$ cat config.mk
export PLATFORM = sky130hd
export DESIGN_NAME = biriq_execute
export DESIGN_NICKNAME = d
export VERILOG_FILES = /design/src/hdl/biriq_pkg.sv /design/src/hdl/biriq_exec_if.sv /design/src/hdl/biriq_decoder.sv /design/src/hdl/biriq_alu.sv /design/src/hdl/biriq_shifter.sv /design/src/hdl/biriq_execute.sv
export SDC_FILE = /design/constraint.sdc
export NUM_CORES = 1
export LEC_CHECK = 0
export BUFFER_PORTS_ARGS = -buffer_cell sky130_fd_sc_hd__buf_2
export CAP_MARGIN = 20
export CORE_ASPECT_RATIO = 0.5
export CORE_UTILIZATION = 55
export CTS_CLUSTER_DIAMETER = 80
export DETAILED_ROUTE_END_ITERATION = 8
export GPL_TIMING_DRIVEN = 0
export HOLD_SLACK_MARGIN = 0.08
export PLACE_DENSITY = 0.87
export SETUP_SLACK_MARGIN = 0.5
export SYNTH_ARGS = -nofsm -noshare
export SYNTH_HDL_FRONTEND = slang
export SYNTH_HIERARCHICAL = 1
export SYNTH_SLANG_ARGS = --single-unit
$ cat constraint.sdc
create_clock -name clk_i -period 5.6 [get_ports clk_i]
set_clock_uncertainty 0.15 [all_clocks]
set_input_delay 0.56 -clock clk_i [delete_from_list [all_inputs] [get_ports clk_i]]
set_output_delay 0.56 -clock clk_i [all_outputs]
set_load 0.05 [all_outputs]
$ cat src/hdl/biriq_pkg.sv
// biriq execute stage
// shared widths, codes and types

package biriq_pkg;

  localparam int XLEN    = 32;
  localparam int SHAMT_W = 5;

  typedef logic [XLEN-1:0]    xlen_t;
  typedef logic [SHAMT_W-1:0] shamt_t;
  typedef logic [2:0]         funct3_t;
  typedef logic [6:0]         funct7_t;
  typedef logic [4:0]         shift_op_t;

  // shifter op codes
  // bit 0 picks right, bit 1 rotate, bit 2 sign fill, bit 3 single-bit ops
  localparam shift_op_t SH_SLL  = 5'b00000;
  localparam shift_op_t SH_SRL  = 5'b00001;
  localparam shift_op_t SH_ROL  = 5'b00010;
  localparam shift_op_t SH_ROR  = 5'b00011;
  localparam shift_op_t SH_SRA  = 5'b00101;
  localparam shift_op_t SH_BCLR = 5'b01000;
  localparam shift_op_t SH_BEXT = 5'b01011;
  localparam shift_op_t SH_BINV = 5'b11000;
  localparam shift_op_t SH_BSET = 5'b11010;

  typedef enum logic [2:0] {
    ALU_ADD,
    ALU_SUB,
    ALU_SLT,
    ALU_SLTU,
    ALU_XOR,
    ALU_OR,
    ALU_AND
  } alu_op_e;

  // funct3 groups of the OP and OP-IMM opcodes
  localparam funct3_t F3_ADD_SUB = 3'b000;
  localparam funct3_t F3_SLL     = 3'b001;
  localparam funct3_t F3_SLT     = 3'b010;
  localparam funct3_t F3_SLTU    = 3'b011;
  localparam funct3_t F3_XOR     = 3'b100;
  localparam funct3_t F3_SRL_SRA = 3'b101;
  localparam funct3_t F3_OR      = 3'b110;
  localparam funct3_t F3_AND     = 3'b111;

  // funct7 codes
  localparam funct7_t F7_BASE      = 7'b0000000;
  localparam funct7_t F7_ALT       = 7'b0100000; // sub, sra
  localparam funct7_t F7_ROT       = 7'b0110000; // rol, ror
  localparam funct7_t F7_BCLR_BEXT = 7'b0100100;
  localparam funct7_t F7_BINV      = 7'b0110100;
  localparam funct7_t F7_BSET      = 7'b0010100;

endpackage

$ cat src/hdl/biriq_exec_if.sv
// decoded operands and unit controls

`timescale 1ns/100ps

interface biriq_exec_if import biriq_pkg::*; ();

  xlen_t     op_a;      // rs1
  xlen_t     op_b;      // rs2 or immediate
  alu_op_e   alu_op;
  shift_op_t shift_op;
  logic      use_shift; // result comes from the shifter

  modport dec (
    output op_a,
    output op_b,
    output alu_op,
    output shift_op,
    output use_shift
  );

  modport alu (
    input op_a,
    input op_b,
    input alu_op
  );

  modport shf (
    input op_a,
    input op_b,
    input shift_op
  );

endinterface

$ cat src/hdl/biriq_decoder.sv
// execute stage decoder

`timescale 1ns/100ps

module biriq_decoder import biriq_pkg::*; #(
  parameter bit C_HAS_ZBB_EXTENSION = 1'b0,
  parameter bit C_HAS_ZBS_EXTENSION = 1'b0
) (
  input  funct3_t     funct3_i,
  input  funct7_t     funct7_i,
  input  logic        use_imm_i,
  input  xlen_t       rs1_i,
  input  xlen_t       rs2_i,
  input  xlen_t       imm_i,
  biriq_exec_if.dec   ex,
  output logic        illegal_o
);

  logic f7_ok; // funct7 check for the plain alu groups

  assign ex.op_a = rs1_i;
  assign ex.op_b = use_imm_i ? imm_i : rs2_i;

  // with an immediate the funct7 bits belong to the immediate
  assign f7_ok = use_imm_i || (funct7_i == F7_BASE);

  always_comb begin
    ex.alu_op    = ALU_ADD;
    ex.shift_op  = SH_SLL;
    ex.use_shift = 1'b0;
    illegal_o    = 1'b0;

    case (funct3_i)
      F3_ADD_SUB: begin
        if (funct7_i == F7_BASE) begin
          ex.alu_op = ALU_ADD;
        end else if (funct7_i == F7_ALT && !use_imm_i) begin
          ex.alu_op = ALU_SUB;
        end else begin
          illegal_o = 1'b1; // no subi
        end
      end
      F3_SLL: begin
        ex.use_shift = 1'b1;
        case (funct7_i)
          F7_BASE: ex.shift_op = SH_SLL;
          F7_ROT: begin
            ex.shift_op = SH_ROL;
            illegal_o   = use_imm_i || !C_HAS_ZBB_EXTENSION; // no roli
          end
          F7_BCLR_BEXT: begin
            ex.shift_op = SH_BCLR;
            illegal_o   = !C_HAS_ZBS_EXTENSION;
          end
          F7_BINV: begin
            ex.shift_op = SH_BINV;
            illegal_o   = !C_HAS_ZBS_EXTENSION;
          end
          F7_BSET: begin
            ex.shift_op = SH_BSET;
            illegal_o   = !C_HAS_ZBS_EXTENSION;
          end
          default: illegal_o = 1'b1;
        endcase
      end
      F3_SRL_SRA: begin
        ex.use_shift = 1'b1;
        case (funct7_i)
          F7_BASE: ex.shift_op = SH_SRL;
          F7_ALT:  ex.shift_op = SH_SRA;
          F7_ROT: begin
            ex.shift_op = SH_ROR;
            illegal_o   = !C_HAS_ZBB_EXTENSION;
          end
          F7_BCLR_BEXT: begin
            ex.shift_op = SH_BEXT;
            illegal_o   = !C_HAS_ZBS_EXTENSION;
          end
          default: illegal_o = 1'b1;
        endcase
      end
      F3_SLT: begin
        ex.alu_op = ALU_SLT;
        illegal_o = !f7_ok;
      end
      F3_SLTU: begin
        ex.alu_op = ALU_SLTU;
        illegal_o = !f7_ok;
      end
      F3_XOR: begin
        ex.alu_op = ALU_XOR;
        illegal_o = !f7_ok;
      end
      F3_OR: begin
        ex.alu_op = ALU_OR;
        illegal_o = !f7_ok;
      end
      default: begin // F3_AND
        ex.alu_op = ALU_AND;
        illegal_o = !f7_ok;
      end
    endcase
  end

endmodule

$ cat src/hdl/biriq_alu.sv
// adder, compare and logic unit

`timescale 1ns/100ps

module biriq_alu import biriq_pkg::*; (
  biriq_exec_if.alu ex,
  output xlen_t     res_o
);

  logic            sub_en;
  xlen_t           b_add;   // op_b, inverted for subtraction
  logic [XLEN:0]   sum;     // carry out in the top bit
  logic            lt_s;
  logic            lt_u;

  // compares reuse the subtractor
  assign sub_en = (ex.alu_op == ALU_SUB) || (ex.alu_op == ALU_SLT) ||
                  (ex.alu_op == ALU_SLTU);

  assign b_add = sub_en ? ~ex.op_b : ex.op_b;
  assign sum   = {1'b0, ex.op_a} + {1'b0, b_add} + {{XLEN{1'b0}}, sub_en};

  // no carry out of a - b means a borrow, so a < b unsigned
  assign lt_u = ~sum[XLEN];

  // differing signs decide directly, else the sign of the difference
  assign lt_s = (ex.op_a[XLEN-1] != ex.op_b[XLEN-1]) ? ex.op_a[XLEN-1]
                                                     : sum[XLEN-1];

  always_comb begin
    case (ex.alu_op)
      ALU_ADD,
      ALU_SUB:  res_o = sum[XLEN-1:0];
      ALU_SLT:  res_o = {{(XLEN-1){1'b0}}, lt_s};
      ALU_SLTU: res_o = {{(XLEN-1){1'b0}}, lt_u};
      ALU_XOR:  res_o = ex.op_a ^ ex.op_b;
      ALU_OR:   res_o = ex.op_a | ex.op_b;
      ALU_AND:  res_o = ex.op_a & ex.op_b;
      default:  res_o = '0;
    endcase
  end

endmodule

$ cat src/hdl/biriq_shifter.sv
// barrel shifter with rotate and single-bit ops

`timescale 1ns/100ps

module biriq_shifter import biriq_pkg::*; #(
  parameter bit C_HAS_ZBB_EXTENSION = 1'b0,
  parameter bit C_HAS_ZBS_EXTENSION = 1'b0
) (
  biriq_exec_if.shf ex,
  output xlen_t     res_o
);

  function automatic xlen_t bit_rev(input xlen_t v);
    xlen_t r;
    for (int i = 0; i < XLEN; i++) begin
      r[i] = v[XLEN-1-i];
    end
    return r;
  endfunction

  shamt_t shamt;
  logic   dir_right;  // op bit 0, left ops run through bit reversal
  logic   rot_en;
  logic   sign_fill;
  logic   single_bit; // zbs group
  xlen_t  operand;
  xlen_t  stage [SHAMT_W+1];
  xlen_t  shift_res;
  xlen_t  postgate_res;

  assign shamt      = ex.op_b[SHAMT_W-1:0];
  assign dir_right  = ex.shift_op[0];
  assign single_bit = C_HAS_ZBS_EXTENSION && ex.shift_op[3];

  // rotate feeds the dropped bits back in at the top
  assign rot_en = C_HAS_ZBB_EXTENSION && ex.shift_op[1] && !ex.shift_op[3];

  // only sra has bit 2 set outside the zbs group
  assign sign_fill = !ex.shift_op[3] && ex.shift_op[2] && ex.op_a[XLEN-1];

  // bclr, binv, bset move a single one into place; bext shifts rs1 down
  assign operand = (single_bit && !dir_right) ? xlen_t'(1) : ex.op_a;

  assign stage[0] = dir_right ? operand : bit_rev(operand);

  // log2 right shifter, stage s moves by 2**s
  for (genvar s = 0; s < SHAMT_W; s++) begin : g_stage
    localparam int W = 1 << s;
    logic [W-1:0] fill;
    xlen_t        shifted;

    assign fill      = rot_en ? stage[s][W-1:0] : {W{sign_fill}};
    assign shifted   = {fill, stage[s][XLEN-1:W]};
    assign stage[s+1] = shamt[s] ? shifted : stage[s];
  end

  assign shift_res = dir_right ? stage[SHAMT_W] : bit_rev(stage[SHAMT_W]);

  // combine the shifted mask with rs1
  always_comb begin
    case ({ex.shift_op[4], ex.shift_op[1]})
      2'b00:   postgate_res = ex.op_a & ~shift_res;               // bclr
      2'b01:   postgate_res = {{(XLEN-1){1'b0}}, shift_res[0]};   // bext
      2'b10:   postgate_res = ex.op_a ^ shift_res;                // binv
      default: postgate_res = ex.op_a | shift_res;                // bset
    endcase
  end

  assign res_o = single_bit ? postgate_res : shift_res;

endmodule

$ cat src/hdl/biriq_execute.sv
// rv32 integer execute stage
// decode, alu, shifter and one output register

`timescale 1ns/100ps

module biriq_execute import biriq_pkg::*; #(
  parameter bit C_HAS_ZBB_EXTENSION = 1'b1,
  parameter bit C_HAS_ZBS_EXTENSION = 1'b1
) (
  input  logic    clk_i,
  input  logic    rst_i,
  input  logic    valid_i,
  input  funct3_t funct3_i,
  input  funct7_t funct7_i,
  input  logic    use_imm_i,
  input  xlen_t   rs1_i,
  input  xlen_t   rs2_i,
  input  xlen_t   imm_i,
  output xlen_t   result_o,
  output logic    valid_o,
  output logic    illegal_o
);

  logic  illegal;
  xlen_t alu_res;
  xlen_t shf_res;
  xlen_t res_sel;

  biriq_exec_if ex ();

  biriq_decoder #(
    .C_HAS_ZBB_EXTENSION (C_HAS_ZBB_EXTENSION),
    .C_HAS_ZBS_EXTENSION (C_HAS_ZBS_EXTENSION)
  ) i_decoder (
    .funct3_i  (funct3_i),
    .funct7_i  (funct7_i),
    .use_imm_i (use_imm_i),
    .rs1_i     (rs1_i),
    .rs2_i     (rs2_i),
    .imm_i     (imm_i),
    .ex        (ex.dec),
    .illegal_o (illegal)
  );

  biriq_alu i_alu (
    .ex    (ex.alu),
    .res_o (alu_res)
  );

  biriq_shifter #(
    .C_HAS_ZBB_EXTENSION (C_HAS_ZBB_EXTENSION),
    .C_HAS_ZBS_EXTENSION (C_HAS_ZBS_EXTENSION)
  ) i_shifter (
    .ex    (ex.shf),
    .res_o (shf_res)
  );

  // illegal ops leave a zero result
  assign res_sel = illegal       ? '0      :
                   ex.use_shift ? shf_res : alu_res;

  always_ff @(posedge clk_i) begin
    if (rst_i) begin
      valid_o   <= 1'b0;
      illegal_o <= 1'b0;
      result_o  <= '0;
    end else begin
      valid_o   <= valid_i;
      illegal_o <= valid_i && illegal; // low on idle cycles
      if (valid_i) begin
        result_o <= res_sel; // held while idle
      end
    end
  end

endmodule

==> impl_metrics.toml <==
[yosys]
synthesis.nets = 1965
synth.most_common_cell = "ha_1"
synth_area_leader_cell = "ha_1"
synth.yosys.seq_area_share = 0.0532
synth-edff-count = 0
yosysTopAreaCellShare = 0.157
yosys_warnings = 6
syn_area_per_cell_um2 = 7.56
ys_top_cells_by_count = "ha_1 (161), nand2_1 (145), mux2i_1 (136), inv_1 (109), a21oi_1 (101)"
synth_seq_cells = 34
ys_top_cells_by_area = "ha_1 (16%), mux2i_1 (11%), dfxtp_1 (5.3%)"
ys.flop_type = "dfxtp_1"
netlist_area_um2 = 12800
netlist_instances = 1693
ys_async_sr_fraction = 0
ys_types = 97

[clock_tree]
cts_tree = "built"
clock-sinks = 34
clockRootBuffer = "clkbuf_16"
htreeDepth = 2
clk_latency_ns = 0.30
numCtsBuffers = 5
cts_buffer_depth = 2
ctsHoldBuffers = 0
cts.clk_slew.worst_paths_ns = 0.06

[finish]
nNetsFinal = 2121
post-route-cell-area_um2 = 15200
final_core_util = 0.665
n_antenna_cell = 0
finalNonFillerCells = 2157
drive_gt1_frac = 0.274
area_growth_pct = 18.6

[global_routing]
antenna_found_initial = 1
grt_pass1_vias = 14926
grt_max_degree = 14
grt_pass1_wl_mm = 92.9
grt_overflow = 0
grt.total_usage = 0.524

[detailed_routing]
drt-total-wl_mm = 65.3
dr_total_vias = 16177
wire_per_inst_um = 30.3
drt-initial-drc-count = 2776
ant_nets = 0
vias_per_cell = 7.50
drc = 1
drt-pass1-iter-count = 9

[setup_path]
required_ns = 5.63
critPathLaunchType = "input pin"
critPathCaptureType = "flip-flop"
crit_start = "funct7_i[6]"
worst_ep_arrival_time_ns = 5.31
worstReg2RegStart = "result_o[10]$_SDFFE_PP0P_"
crit_fanout = 10
crit_type = "input pin to flip-flop"

[die]
die_h_um = 110
dieArea_um2 = 23900
die_x_um = 218
initial_core_util = 0.560
core.rowCount = 39
io_pins = 144
core-area_um2 = 22800

[place]
gp_congestion = 1.11
placed_cell_area_um2 = 13700
preCtsSetupSlack_ns = -0.751
dp_cells = 2109
hpwl_mm = 49.1
numPortBuffers = 109

[power_and_ir_drop]
power_mw = 2.70
max-vdd-ir-drop_v = 0.000156
leakage_nw = 6.46
p_per_area_nw_per_um2 = 178

[sta]
period_minus_slack_ns = 5.29
period_share = 0.944
fmax_mhz = 189
whs_ns = 0.304
hold_viol = 0
slew_viol_final = 0
worst_slack_ns = 0.315
totalNegativeSetupSlack_ns = 0
final-setup-viol-count = 0
worstMarginPinSlew_ns = 1.09
slew_headroom = 0.272
rsz0062_at_grt = "true"

[status]
status = "complete, but fails checks"
violations = "DRC"

[min_path]
min_path_type = "input pin to flip-flop"
hp-start = "rst_i"

[flow_run]
drv_cap = 0
## state kept, by name, summed over array words and instances, names as in the netlist
register,count
result_o,32
illegal_o,1
valid_o,1
## power by group
part | internal, mW | total [mW] | switching [mW]
logic | 0.775 | 2.12 | 1.35
clock network | 0.177 | 0.310 | 0.133
registers | 0.257 | 0.265 | 0.00892
total | 1.21 | 2.70 | 1.49
## worst max-delay path: stages
cell       delay [ns]
buf_2            0.10
or4_4            0.59
nor2_4           0.12
nand2_1          0.10
a21oi_4          0.26
clkbuf_4         0.27
or3b_2           0.25
a22oi_2          0.19
buf_4            0.20
a222oi_1         0.31
nand2_1          0.23
a221oi_4         0.43
nor3_1           0.10
a21oi_1          0.21
ha_1             0.27
mux2i_1          0.22
o22ai_1          0.14
nand2_1          0.11
o31ai_1          0.08
a21o_1           0.21
mux2i_1          0.25
o2bb2ai_1        0.11
## final cells by class
class                   count  area (um2)
multi-input cells        1377       11700
plain buffers             169        1010
well taps                 307         384
flip-flops and latches     34         681
repair buffers            149         843
fillers                  1898        7660
clock buffers               6         139
inverters                 113         427
clock inverters             2        12.5
## kinds of logic after synthesis
| kind of cell | count (synthesis) | share of synthesized area |
|---|---|---|
| mux | 191 | 0.166 |
| buf+inv | 282 | 0.0997 |
| fa+ha+maj | 162 | 0.159 |
| flops | 34 | 0.0532 |
| simple gates | 399 | 0.157 |
| compound gates | 570 | 0.328 |
| xor+xnor | 55 | 0.0377 |
## layer usage
layer,track usage,up-vias,part of all wire
met4,0.323,2,0.075
met5,0.0396,-,0.0013
met2,0.757,1481,0.39
li1,-,6717,-
met1,0.624,7526,0.36
met3,0.250,451,0.17
## placed cells by master (no fill, tap or decap), drive strengths merged, types with 22 or more instances in the layout
cell and instances:
o31ai 22, a21o 24, clkbuf 84, a221oi 22, ha 161, a21oi 103
nand3 26, xnor2 47, o2bb2ai 35, o21ai 66, or3b 33, mux2i 136
nor2 84, inv 110, dfxtp 34, nand2 145, o22ai 70, a32oi 46
nor3 29, buf 240, mux2 43
## path summary, 6_finish.rpt
kind         slack (ns)  cells past startpoint                   endpoint
max                0.31                     22  result_o[15]$_SDFFE_PP0P_
min                0.30                      2         valid_o$_SDFF_PP0_
min reg2reg        0.31                      1  result_o[22]$_SDFFE_PP0P_
max reg2reg        4.83                      1  result_o[10]$_SDFFE_PP0P_
## repair_timing
item,CTS,global route
resized for setup,98,153
buffers inserted,18,21
cloned,0,1
setup endpoints to repair,32,32
pin swaps,16,35
(Power assumes the default switching activity.)
